===== src/verilog/hzd_pkg.sv =====
/*
 * Shared definitions for the three-stage integer pipeline: data and
 * register-index widths, opcode encoding and operand forward-select encoding
 */
package hzd_pkg;

  // Width of a data word and of every operand
  localparam int unsigned XLEN = 32;

  // Register index width, giving 32 architectural registers
  localparam int unsigned RF_ADDR_W = 5;

  typedef logic [XLEN-1:0]      xlen_t;
  typedef logic [RF_ADDR_W-1:0] rf_addr_t;

  // Pre-decoded instructions delivered on the instruction port
  // OP_ADD writes rs1 + rs2
  // OP_ADDI writes rs1 + imm
  // OP_LOAD writes the memory word found at rs1 + imm
  typedef enum logic [1:0] {
    OP_ADD  = 2'd0,
    OP_ADDI = 2'd1,
    OP_LOAD = 2'd2
  } op_e;

  // Source of an ID operand as chosen by the bypass controller
  typedef enum logic [1:0] {
    FW_REGFILE = 2'd0,
    FW_EX      = 2'd1,
    FW_WB      = 2'd2
  } fw_sel_e;

endpackage


===== src/verilog/hzd_bypass_ctrl.sv =====
/*
 * Bypass and hazard controller. Compares the ID source registers against
 * the destinations in EX and WB, picks forward paths for both operands
 * and requests an ID stall for load-use hazards
 */
`timescale 1ns/1ps

module hzd_bypass_ctrl (
  input  logic              rf_re_a_i,
  input  logic              rf_re_b_i,
  input  hzd_pkg::rf_addr_t raddr_a_i,
  input  hzd_pkg::rf_addr_t raddr_b_i,
  input  logic              ex_valid_i,
  input  logic              ex_is_load_i,
  input  hzd_pkg::rf_addr_t ex_rd_i,
  input  logic              wb_valid_i,
  input  hzd_pkg::rf_addr_t wb_rd_i,
  input  logic              wb_ready_i,
  output logic              load_stall_o,
  output hzd_pkg::fw_sel_e  op_a_fw_sel_o,
  output hzd_pkg::fw_sel_e  op_b_fw_sel_o
);

  // Index 0 is operand A, index 1 is operand B
  logic [1:0]        rf_re;
  hzd_pkg::rf_addr_t raddr [2];

  // Address matches, not yet qualified with a valid writer in EX or WB
  logic [1:0]        rd_ex_match;
  logic [1:0]        rd_wb_match;
  hzd_pkg::fw_sel_e  fw_sel [2];

  assign rf_re    = {rf_re_b_i, rf_re_a_i};
  assign raddr[0] = raddr_a_i;
  assign raddr[1] = raddr_b_i;

  ////////////////////////////////////////////////////////////////////////////
  // Hazard detection
  ////////////////////////////////////////////////////////////////////////////

  // Register zero never matches since it always reads as zero
  for (genvar i = 0; i < 2; i++) begin : gen_match
    assign rd_ex_match[i] = rf_re[i] && (raddr[i] != '0) && (raddr[i] == ex_rd_i);
    assign rd_wb_match[i] = rf_re[i] && (raddr[i] != '0) && (raddr[i] == wb_rd_i);
  end

  // A load in EX has no data yet, and neither has a load waiting on memory in WB
  // Both cases hold ID and send a bubble into EX
  assign load_stall_o = (ex_valid_i && ex_is_load_i && (|rd_ex_match)) ||
                        (wb_valid_i && !wb_ready_i && (|rd_wb_match));

  ////////////////////////////////////////////////////////////////////////////
  // Forward select
  ////////////////////////////////////////////////////////////////////////////

  always_comb begin
    for (int i = 0; i < 2; i++) begin
      fw_sel[i] = hzd_pkg::FW_REGFILE;
      if (wb_valid_i && rd_wb_match[i]) begin
        fw_sel[i] = hzd_pkg::FW_WB;
      end
      // EX holds the younger write, so it overrides WB
      if (ex_valid_i && rd_ex_match[i]) begin
        fw_sel[i] = hzd_pkg::FW_EX;
      end
    end
  end

  assign op_a_fw_sel_o = fw_sel[0];
  assign op_b_fw_sel_o = fw_sel[1];

endmodule


===== src/verilog/hzd_core.sv =====
/*
 * Top level of the three-stage pipeline. Connects ID, EX and WB with the
 * register file and the bypass controller
 */
`timescale 1ns/1ps

module hzd_core (
  input  logic              clk_i,
  input  logic              rst_i,
  input  logic              instr_valid_i,
  input  hzd_pkg::op_e      op_i,
  input  hzd_pkg::rf_addr_t rd_i,
  input  hzd_pkg::rf_addr_t rs1_i,
  input  hzd_pkg::rf_addr_t rs2_i,
  input  hzd_pkg::xlen_t    imm_i,
  output logic              instr_ready_o,
  output logic              mem_req_o,
  output hzd_pkg::xlen_t    mem_addr_o,
  input  logic              mem_ack_i,
  input  hzd_pkg::xlen_t    mem_rdata_i,
  output logic              wb_valid_o,
  output hzd_pkg::rf_addr_t wb_rd_o,
  output hzd_pkg::xlen_t    wb_data_o
);

  // ID to register file and bypass controller
  logic              rf_re_a;
  logic              rf_re_b;
  hzd_pkg::rf_addr_t raddr_a;
  hzd_pkg::rf_addr_t raddr_b;
  hzd_pkg::xlen_t    rf_rdata_a;
  hzd_pkg::xlen_t    rf_rdata_b;

  // Bypass controller back to ID
  logic              load_stall;
  hzd_pkg::fw_sel_e  op_a_fw_sel;
  hzd_pkg::fw_sel_e  op_b_fw_sel;

  // ID/EX register
  logic              id_ex_valid;
  hzd_pkg::op_e      id_ex_op;
  hzd_pkg::rf_addr_t id_ex_rd;
  hzd_pkg::xlen_t    id_ex_opa;
  hzd_pkg::xlen_t    id_ex_opb;

  // EX hazard view and forward data
  logic              ex_ready;
  logic              ex_is_load;
  hzd_pkg::rf_addr_t ex_rd;
  logic              ex_valid;
  hzd_pkg::xlen_t    ex_result;

  // EX/WB register
  logic              ex_wb_valid;
  logic              ex_wb_is_load;
  hzd_pkg::rf_addr_t ex_wb_rd;
  hzd_pkg::xlen_t    ex_wb_value;

  // WB status and register write
  logic              wb_ready;
  logic              wb_busy_rd_valid;
  logic              rf_we;
  hzd_pkg::rf_addr_t rf_waddr;
  hzd_pkg::xlen_t    rf_wdata;

  hzd_id_stage u_id_stage (
    .clk_i         (clk_i),
    .rst_i         (rst_i),
    .instr_valid_i (instr_valid_i),
    .op_i          (op_i),
    .rd_i          (rd_i),
    .rs1_i         (rs1_i),
    .rs2_i         (rs2_i),
    .imm_i         (imm_i),
    .instr_ready_o (instr_ready_o),
    .rf_re_a_o     (rf_re_a),
    .rf_re_b_o     (rf_re_b),
    .raddr_a_o     (raddr_a),
    .raddr_b_o     (raddr_b),
    .rf_rdata_a_i  (rf_rdata_a),
    .rf_rdata_b_i  (rf_rdata_b),
    .op_a_fw_sel_i (op_a_fw_sel),
    .op_b_fw_sel_i (op_b_fw_sel),
    .load_stall_i  (load_stall),
    .ex_result_i   (ex_result),
    .wb_data_i     (rf_wdata),
    .ex_ready_i    (ex_ready),
    .ex_valid_o    (id_ex_valid),
    .ex_op_o       (id_ex_op),
    .ex_rd_o       (id_ex_rd),
    .ex_opa_o      (id_ex_opa),
    .ex_opb_o      (id_ex_opb)
  );

  hzd_ex_stage u_ex_stage (
    .clk_i        (clk_i),
    .rst_i        (rst_i),
    .valid_i      (id_ex_valid),
    .op_i         (id_ex_op),
    .rd_i         (id_ex_rd),
    .opa_i        (id_ex_opa),
    .opb_i        (id_ex_opb),
    .wb_ready_i   (wb_ready),
    .ready_o      (ex_ready),
    .is_load_o    (ex_is_load),
    .rd_o         (ex_rd),
    .valid_o      (ex_valid),
    .result_o     (ex_result),
    .wb_valid_o   (ex_wb_valid),
    .wb_is_load_o (ex_wb_is_load),
    .wb_rd_o      (ex_wb_rd),
    .wb_value_o   (ex_wb_value)
  );

  hzd_wb_stage u_wb_stage (
    .clk_i           (clk_i),
    .rst_i           (rst_i),
    .valid_i         (ex_wb_valid),
    .is_load_i       (ex_wb_is_load),
    .rd_i            (ex_wb_rd),
    .value_i         (ex_wb_value),
    .ready_o         (wb_ready),
    .busy_rd_valid_o (wb_busy_rd_valid),
    .mem_req_o       (mem_req_o),
    .mem_addr_o      (mem_addr_o),
    .mem_ack_i       (mem_ack_i),
    .mem_rdata_i     (mem_rdata_i),
    .rf_we_o         (rf_we),
    .rf_waddr_o      (rf_waddr),
    .rf_wdata_o      (rf_wdata)
  );

  hzd_regfile u_regfile (
    .clk_i     (clk_i),
    .rst_i     (rst_i),
    .raddr_a_i (raddr_a),
    .raddr_b_i (raddr_b),
    .rdata_a_o (rf_rdata_a),
    .rdata_b_o (rf_rdata_b),
    .we_i      (rf_we),
    .waddr_i   (rf_waddr),
    .wdata_i   (rf_wdata)
  );

  hzd_bypass_ctrl u_bypass_ctrl (
    .rf_re_a_i     (rf_re_a),
    .rf_re_b_i     (rf_re_b),
    .raddr_a_i     (raddr_a),
    .raddr_b_i     (raddr_b),
    .ex_valid_i    (ex_valid),
    .ex_is_load_i  (ex_is_load),
    .ex_rd_i       (ex_rd),
    .wb_valid_i    (wb_busy_rd_valid),
    .wb_rd_i       (rf_waddr),
    .wb_ready_i    (wb_ready),
    .load_stall_o  (load_stall),
    .op_a_fw_sel_o (op_a_fw_sel),
    .op_b_fw_sel_o (op_b_fw_sel)
  );

  // Every register write is visible on the observation port
  assign wb_valid_o = rf_we;
  assign wb_rd_o    = rf_waddr;
  assign wb_data_o  = rf_wdata;

endmodule


===== src/verilog/hzd_ex_stage.sv =====
/*
 * Execute stage. One adder produces both the ALU result and the load
 * address; the result feeds the EX forward path and the EX/WB register
 */
`timescale 1ns/1ps

module hzd_ex_stage (
  input  logic              clk_i,
  input  logic              rst_i,
  input  logic              valid_i,
  input  hzd_pkg::op_e      op_i,
  input  hzd_pkg::rf_addr_t rd_i,
  input  hzd_pkg::xlen_t    opa_i,
  input  hzd_pkg::xlen_t    opb_i,
  input  logic              wb_ready_i,
  output logic              ready_o,
  output logic              is_load_o,
  output hzd_pkg::rf_addr_t rd_o,
  output logic              valid_o,
  output hzd_pkg::xlen_t    result_o,
  output logic              wb_valid_o,
  output logic              wb_is_load_o,
  output hzd_pkg::rf_addr_t wb_rd_o,
  output hzd_pkg::xlen_t    wb_value_o
);

  // All three opcodes are an add of the two operands
  assign result_o = opa_i + opb_i;

  // EX only moves when WB can take its instruction
  assign ready_o = wb_ready_i;

  // Hazard view of EX for the bypass controller
  // A destination of register zero is never a hazard
  assign is_load_o = (op_i == hzd_pkg::OP_LOAD);
  assign rd_o      = rd_i;
  assign valid_o   = valid_i && (rd_i != '0);

  // EX/WB register holds its content while WB waits on memory
  always_ff @(posedge clk_i) begin
    if (rst_i) begin
      wb_valid_o <= 1'b0;
    end else if (wb_ready_i) begin
      wb_valid_o <= valid_i;
    end
  end

  always_ff @(posedge clk_i) begin
    if (wb_ready_i && valid_i) begin
      wb_is_load_o <= is_load_o;
      wb_rd_o      <= rd_i;
      wb_value_o   <= result_o;
    end
  end

endmodule


===== src/verilog/hzd_id_stage.sv =====
/*
 * Instruction decode stage. Accepts pre-decoded instructions over
 * valid/ready, reads the register file, resolves operand forwarding and
 * fills the ID/EX pipeline register
 */
`timescale 1ns/1ps

module hzd_id_stage (
  input  logic              clk_i,
  input  logic              rst_i,
  input  logic              instr_valid_i,
  input  hzd_pkg::op_e      op_i,
  input  hzd_pkg::rf_addr_t rd_i,
  input  hzd_pkg::rf_addr_t rs1_i,
  input  hzd_pkg::rf_addr_t rs2_i,
  input  hzd_pkg::xlen_t    imm_i,
  output logic              instr_ready_o,
  output logic              rf_re_a_o,
  output logic              rf_re_b_o,
  output hzd_pkg::rf_addr_t raddr_a_o,
  output hzd_pkg::rf_addr_t raddr_b_o,
  input  hzd_pkg::xlen_t    rf_rdata_a_i,
  input  hzd_pkg::xlen_t    rf_rdata_b_i,
  input  hzd_pkg::fw_sel_e  op_a_fw_sel_i,
  input  hzd_pkg::fw_sel_e  op_b_fw_sel_i,
  input  logic              load_stall_i,
  input  hzd_pkg::xlen_t    ex_result_i,
  input  hzd_pkg::xlen_t    wb_data_i,
  input  logic              ex_ready_i,
  output logic              ex_valid_o,
  output hzd_pkg::op_e      ex_op_o,
  output hzd_pkg::rf_addr_t ex_rd_o,
  output hzd_pkg::xlen_t    ex_opa_o,
  output hzd_pkg::xlen_t    ex_opb_o
);

  // Instruction currently held in ID
  logic              id_valid_q;
  hzd_pkg::op_e      id_op_q;
  hzd_pkg::rf_addr_t id_rd_q;
  hzd_pkg::rf_addr_t id_rs1_q;
  hzd_pkg::rf_addr_t id_rs2_q;
  hzd_pkg::xlen_t    id_imm_q;

  logic              id_issue;
  hzd_pkg::xlen_t    fw_a;
  hzd_pkg::xlen_t    fw_b;
  hzd_pkg::xlen_t    opb;

  // Operand source mux shared by both read ports
  function automatic hzd_pkg::xlen_t fw_mux(hzd_pkg::fw_sel_e sel,
                                            hzd_pkg::xlen_t   rf_val,
                                            hzd_pkg::xlen_t   ex_val,
                                            hzd_pkg::xlen_t   wb_val);
    case (sel)
      hzd_pkg::FW_EX: return ex_val;
      hzd_pkg::FW_WB: return wb_val;
      default:        return rf_val;
    endcase
  endfunction

  ////////////////////////////////////////////////////////////////////////////
  // Register reads and operand selection
  ////////////////////////////////////////////////////////////////////////////

  // Every opcode reads rs1; only add reads rs2
  assign rf_re_a_o = id_valid_q;
  assign rf_re_b_o = id_valid_q && (id_op_q == hzd_pkg::OP_ADD);
  assign raddr_a_o = id_rs1_q;
  assign raddr_b_o = id_rs2_q;

  assign fw_a = fw_mux(op_a_fw_sel_i, rf_rdata_a_i, ex_result_i, wb_data_i);
  assign fw_b = fw_mux(op_b_fw_sel_i, rf_rdata_b_i, ex_result_i, wb_data_i);

  // Add-immediate and load take the immediate as operand B
  assign opb = (id_op_q == hzd_pkg::OP_ADD) ? fw_b : id_imm_q;

  ////////////////////////////////////////////////////////////////////////////
  // Flow control
  ////////////////////////////////////////////////////////////////////////////

  // ID can take a new instruction whenever its current one leaves or it is empty
  // load_stall_i is only raised for a valid instruction, so an empty ID never stalls
  assign instr_ready_o = ex_ready_i && !load_stall_i;
  assign id_issue      = id_valid_q && instr_ready_o;

  always_ff @(posedge clk_i) begin
    if (rst_i) begin
      id_valid_q <= 1'b0;
    end else if (instr_ready_o) begin
      id_valid_q <= instr_valid_i;
    end
  end

  always_ff @(posedge clk_i) begin
    if (instr_ready_o && instr_valid_i) begin
      id_op_q  <= op_i;
      id_rd_q  <= rd_i;
      id_rs1_q <= rs1_i;
      id_rs2_q <= rs2_i;
      id_imm_q <= imm_i;
    end
  end

  // ID/EX register. While EX is ready a stalled ID turns into a bubble
  always_ff @(posedge clk_i) begin
    if (rst_i) begin
      ex_valid_o <= 1'b0;
    end else if (ex_ready_i) begin
      ex_valid_o <= id_issue;
    end
  end

  always_ff @(posedge clk_i) begin
    if (id_issue) begin
      ex_op_o  <= id_op_q;
      ex_rd_o  <= id_rd_q;
      ex_opa_o <= fw_a;
      ex_opb_o <= opb;
    end
  end

endmodule


===== src/verilog/hzd_regfile.sv =====
/*
 * Integer register file with two combinational read ports and one write
 * port. Register zero is hardwired to zero
 */
`timescale 1ns/1ps

module hzd_regfile (
  input  logic              clk_i,
  input  logic              rst_i,
  input  hzd_pkg::rf_addr_t raddr_a_i,
  input  hzd_pkg::rf_addr_t raddr_b_i,
  output hzd_pkg::xlen_t    rdata_a_o,
  output hzd_pkg::xlen_t    rdata_b_o,
  input  logic              we_i,
  input  hzd_pkg::rf_addr_t waddr_i,
  input  hzd_pkg::xlen_t    wdata_i
);

  // Only entries 1 to 31 have storage
  hzd_pkg::xlen_t regs_q [1:2**hzd_pkg::RF_ADDR_W-1];

  // All writable registers clear on reset
  always_ff @(posedge clk_i) begin
    if (rst_i) begin
      for (int i = 1; i < 2**hzd_pkg::RF_ADDR_W; i++) begin
        regs_q[i] <= '0;
      end
    end else if (we_i && (waddr_i != '0)) begin
      // A write to register zero is dropped here
      regs_q[waddr_i] <= wdata_i;
    end
  end

  // Reads are combinational, so a write in the same cycle is not visible yet
  // The WB forward path supplies that value to ID instead
  assign rdata_a_o = (raddr_a_i == '0) ? '0 : regs_q[raddr_a_i];
  assign rdata_b_o = (raddr_b_i == '0) ? '0 : regs_q[raddr_b_i];

endmodule


===== src/verilog/hzd_wb_stage.sv =====
/*
 * Write-back stage. ALU results retire in their first WB cycle; loads run
 * a four-phase req/ack access to data memory and retire once ack has
 * dropped again. The register write also feeds the ID forward path
 */
`timescale 1ns/1ps

module hzd_wb_stage (
  input  logic              clk_i,
  input  logic              rst_i,
  input  logic              valid_i,
  input  logic              is_load_i,
  input  hzd_pkg::rf_addr_t rd_i,
  input  hzd_pkg::xlen_t    value_i,
  output logic              ready_o,
  output logic              busy_rd_valid_o,
  output logic              mem_req_o,
  output hzd_pkg::xlen_t    mem_addr_o,
  input  logic              mem_ack_i,
  input  hzd_pkg::xlen_t    mem_rdata_i,
  output logic              rf_we_o,
  output hzd_pkg::rf_addr_t rf_waddr_o,
  output hzd_pkg::xlen_t    rf_wdata_o
);

  // WB_REQ holds req high until ack and WB_RELEASE waits for ack to drop
  typedef enum logic [1:0] {
    WB_IDLE    = 2'd0,
    WB_REQ     = 2'd1,
    WB_RELEASE = 2'd2
  } wb_state_e;

  wb_state_e      state_q;
  wb_state_e      state_d;
  logic           load_done_q;
  logic           load_done_d;
  logic           load_wb;
  hzd_pkg::xlen_t load_data_q;

  assign load_wb = valid_i && is_load_i;

  ////////////////////////////////////////////////////////////////////////////
  // Four-phase load FSM
  ////////////////////////////////////////////////////////////////////////////

  always_comb begin
    state_d     = state_q;
    load_done_d = load_done_q;
    case (state_q)
      WB_IDLE: begin
        if (load_wb) begin
          if (load_done_q) begin
            // Load retires in this cycle
            load_done_d = 1'b0;
          end else if (!mem_ack_i) begin
            // Req may only rise once ack from the previous access is low
            state_d = WB_REQ;
          end
        end
      end
      WB_REQ: begin
        if (mem_ack_i) begin
          state_d = WB_RELEASE;
        end
      end
      WB_RELEASE: begin
        if (!mem_ack_i) begin
          state_d     = WB_IDLE;
          load_done_d = 1'b1;
        end
      end
      default: begin
        state_d = WB_IDLE;
      end
    endcase
  end

  always_ff @(posedge clk_i) begin
    if (rst_i) begin
      state_q     <= WB_IDLE;
      load_done_q <= 1'b0;
    end else begin
      state_q     <= state_d;
      load_done_q <= load_done_d;
    end
  end

  // Read data is taken on the first edge with ack high
  always_ff @(posedge clk_i) begin
    if ((state_q == WB_REQ) && mem_ack_i) begin
      load_data_q <= mem_rdata_i;
    end
  end

  // The address comes straight from EX/WB, which is frozen during the access
  assign mem_req_o  = (state_q == WB_REQ);
  assign mem_addr_o = value_i;

  ////////////////////////////////////////////////////////////////////////////
  // Register write-back
  ////////////////////////////////////////////////////////////////////////////

  // WB blocks the pipeline for the whole load access
  assign ready_o = !load_wb || load_done_q;

  // The destination stays visible to the bypass controller while WB waits
  assign busy_rd_valid_o = valid_i && (rd_i != '0);

  assign rf_we_o    = valid_i && ready_o && (rd_i != '0);
  assign rf_waddr_o = rd_i;
  assign rf_wdata_o = is_load_i ? load_data_q : value_i;

endmodule

===== config.mk =====
export PLATFORM = sky130hd
export DESIGN_NAME = hzd_core
export DESIGN_NICKNAME = d
export VERILOG_FILES = /design/src/verilog/hzd_pkg.sv /design/src/verilog/hzd_bypass_ctrl.sv /design/src/verilog/hzd_core.sv /design/src/verilog/hzd_ex_stage.sv /design/src/verilog/hzd_id_stage.sv /design/src/verilog/hzd_regfile.sv /design/src/verilog/hzd_wb_stage.sv
export SDC_FILE = /design/constraint.sdc
export NUM_CORES = 2
export LEC_CHECK = 0
export BUFFER_PORTS_ARGS = -buffer_cell sky130_fd_sc_hd__buf_2
export CAP_MARGIN = 10
export CORE_MARGIN = 3
export CORE_UTILIZATION = 25
export DETAILED_ROUTE_END_ITERATION = 10
export SLEW_MARGIN = 10
export SYNTH_ARGS = -nofsm -noshare
export SYNTH_HDL_FRONTEND = slang
export SYNTH_SLANG_ARGS = --single-unit

===== constraint.sdc =====
create_clock -name clk_i -period 12.6 [get_ports clk_i]
set_clock_uncertainty 0.15 [all_clocks]
set_input_delay 0.63 -clock clk_i [delete_from_list [all_inputs] [get_ports clk_i]]
set_output_delay 0.63 -clock clk_i [all_outputs]
set_load 0.01 [all_outputs]

==> flow_metrics.py <==
metrics = {
    "timing": {
        "hold_viol": 0,
        "setup_tns_ps": 0,
        "fin_crit_ps": 4983,
        "setup_viol": 0,
        "min_period_over_period_pct": 39.55,
        "max_clock_freq_mhz": 200.7,
        "slew_headroom_pct": 12.93,
        "maxSlewViolCount": 0,
        "rsz0062_at_grt": "false",
        "tightest_slew_ps": 1306,
    },
    "floorplan": {
        "die_w_um": 505.7,
        "initial_core_util_pct": 25.26,
        "fp.dieArea_sq_um": 255700,
        "dieHeight_um": 505.7,
        "core_area_sq_um": 247100,
        "io_pins": 157,
        "rows": 182,
    },
    "yosys": {
        "ys_warn_count": 0,
        "synth_ff_type": "edfxtp_1",
        "syn_area_per_cell_sq_um": 14.56,
        "postSynthCellCount": 4287,
        "synth.distinct_cells": 83,
        "ys_seq_area_share_pct": 58.92,
        "netlist_top_cells_area": "edfxtp_1 (58%), mux4_2 (21%), nor2_1 (6.8%)",
        "syn_area_sq_um": 62420,
        "synth-seq-cells": 1230,
        "synth_top_cell_by_area": "edfxtp_1",
        "synth_edf_count": 1214,
        "synth_top_area_share_pct": 58.40,
        "ys_async_sr_fraction_pct": 0,
    },
    "critical_path": {
        "path_max_fanout": 36,
        "cp.arrival_ps": 5360,
        "worstSetupStartpointType": "flop",
        "cp.required_ps": 12980,
        "worstRegToRegCells": 8,
        "worstSetupPathType": "reg2reg",
        "cp-end-kind": "flop",
        "r2r_end": "u_id_stage.ex_opb_o[11]",
        "r2r_setup_slack_ps": 7620,
    },
    "place": {
        "dp_cells": 7459,
        "routabilityCongestion": 0.9696,
        "io_buffers": 156,
        "dp_hpwl_um": 146000,
        "post_dp_cell_area_sq_um": 67030,
    },
    "cells_and_area": {
        "final_area_sq_um": 71950,
        "utilization_pct": 29.12,
        "stdcell_count": 7785,
        "fillerInstances": 24520,
        "area_growth_pct": 15.27,
        "drive_gt1_share_pct": 26.89,
        "layout.nets": 4483,
    },
    "clock_tree": {
        "insertion_delay_ps": 800,
        "cts_buffers": 135,
        "htree_levels": 4,
        "clockRootBuffer": "clkbuf_16",
        "post_cts_buffers": 0,
        "clk_pin_slew_ps": 60,
        "numClockSinks": 1230,
        "clock_path_buffers": 3,
        "cts_tree": "built",
    },
    "global_routing": {
        "grt_pass1_wl_um": 317600,
        "grt_pass1_vias": 39990,
        "track_usage_pct": 17.16,
        "antenna_found_initial": 10,
        "overflow": 0,
        "grt_max_degree": 118,
    },
    "run_status": {
        "outcome": "completed",
    },
    "drt": {
        "drtIter0Drc": 6971,
        "vias": 41990,
        "ant_nets": 0,
        "first_pass_iters": 6,
        "wl_um": 225700,
        "wl_per_cell_um": 28.99,
        "vias_per_cell": 5.393,
        "drc_errors": 0,
    },
    "pwr": {
        "leakagePower_nw": 25.09,
        "ir_worst_vdd_v": 0.0001259,
        "p_total_mw": 10.16,
        "powerDensity_nw_per_um2": 141.2,
    },
    "worst_hold_path": {
        "worstHoldPathType": "in2reg",
        "hold_path_depth": 3,
        "hold_end": "u_id_stage.rf_re_a_o",
        "worstHoldStart": "instr_valid_i",
    },
    "run": {
        "maxCapViolations": 0,
    },
}
==> stage by stage <==
stage / hold slack, ps / setup WS, ps
detailed placement: 257.2 / 7601
CTS: 176.8 / 7613
finish: 233.3 / 7617
global placement: 262.3 / 7581
floorplan: 250.3 / 8489
global route: 244.8 / 7423
==> power breakdown <==
part | total (mW) | internal, mW | switching [mW]
sequential | 4.79 | 4.67 | 0.121
clock | 3.80 | 2.11 | 1.69
combinational | 1.56 | 0.606 | 0.956
total | 10.2 | 7.39 | 2.77
==> sequential cells by signal (all words and copies together) (netlist names), 2 cells and up, named ones only <==
| signal | flops |
|---|---|
| u_id_stage.id_op_q | 2 |
| u_id_stage.ex_opa_o | 32 |
| u_id_stage.ex_opb_o | 32 |
| u_regfile.regs_q | 1024 |
| u_id_stage.ex_rd_o | 5 |
| u_ex_stage.wb_value_o | 32 |
| u_id_stage.raddr_a_o | 5 |
| u_id_stage.raddr_b_o | 5 |
| u_wb_stage.state_q | 2 |
| u_id_stage.ex_op_o | 2 |
| u_id_stage.id_imm_q | 32 |
| u_id_stage.id_rd_q | 5 |
| u_ex_stage.wb_rd_o | 5 |
| u_wb_stage.load_data_q | 32 |
==> metal layers <==
metal / part of all wire (%) / vias up / global-route usage (%)
met1: 39 / 21970 / 23.94
li1: - / 16600 / -
met5: 0.0031 / - / 0
met2: 44 / 3058 / 25.39
met3: 14 / 357 / 5.305
met4: 3.4 / 2 / 5.343
==> cell families (layout without fill, tap and decap cells) <==
group	Yosys count	count (layout)	share of synthesized area, %
adder cells (fa/ha/maj)	32	32	0.6535
other	1	38	0.006008
flip-flops	1230	1230	58.92
XOR/XNOR	45	45	0.6314
AO/OA/AOI/OAI	342	342	3.648
AND/OR/NAND/NOR	1440	1440	9.383
multiplexers	729	729	23.63
buffers and inverters	468	617	3.129
==> worst max path at each step <==
| stage | end | slack (ps) | cells after the start |
|---|---|---|---|
| 2_1_floorplan | u_id_stage.ex_op_o[0] | 8490 | 7 |
| 3_3_place_gp | u_id_stage.ex_opb_o[1] | 7580 | 8 |
| 3_5_place_dp | u_id_stage.ex_opb_o[11] | 7600 | 8 |
| 4_1_cts | u_id_stage.ex_opb_o[11] | 7610 | 8 |
| 5_1_grt | u_id_stage.ex_opb_o[11] | 7420 | 8 |
| 6_report | u_id_stage.ex_opb_o[11] | 7620 | 8 |
==> placed cells by master, fill, tap and decap left out, types with 35 or more instances in the layout <==
cell type,netlist,layout
a21oi_1,88,88
buf_2,57,156
buf_4,23,81
clkbuf_16,0,138
dlygate4sd3_1,0,82
edfxtp_1,1214,1214
inv_1,56,54
mux2_2,53,53
mux2i_1,81,49
mux4_2,590,590
nand2_1,127,96
nor2_1,1123,1121
o21ai_0,51,51
o22ai_1,44,44
xnor2_1,35,35
==> final cells by class <==
cell class,count,area (sq um),share of cell area (%)
tap,3312,4144,5.759
antenna,6,15.01,0.02087
clock inverter,68,499.2,0.6938
sequential,1230,36800,51.15
timing repair buffer,322,2270,3.154
multi-input combinational,2620,24430,33.96
inverter,57,214.0,0.2974
clock buffer,170,3573,4.966
==> critical path, stage by stage (launching register included) <==
cell and delay, ps:
dfxtp_4 750, buf_4 740, buf_4 800, mux4_2 610, mux4_2 560, mux2i_1 500, o22ai_1 180, a211oi_1 300
nor2_1 60
==> timing repair <==
item                                   in CTS  in global routing
hold buffers                               82                  0
resized for setup                           0                  0
endpoints found under the hold margin      91                  0
==> synth_stat cells, types with 13 or more instances <==
master	number
buf_4	23
mux2i_1	81
inv_1	56
xnor2_1	35
clkbuf_1	298
nor3_1	29
nand3_1	24
o22ai_1	44
dfxtp_1	16
o21ai_0	51
edfxtp_1	1214
nand4_1	13
nand2b_1	42
buf_2	57
mux2_2	53
buf_1	27
a21oi_1	88
o221ai_1	15
a21o_1	16
nand2_1	127
ha_1	31
nor2_1	1123
mux4_2	590
No activity file was read; power rests on OpenSTA's default activity.
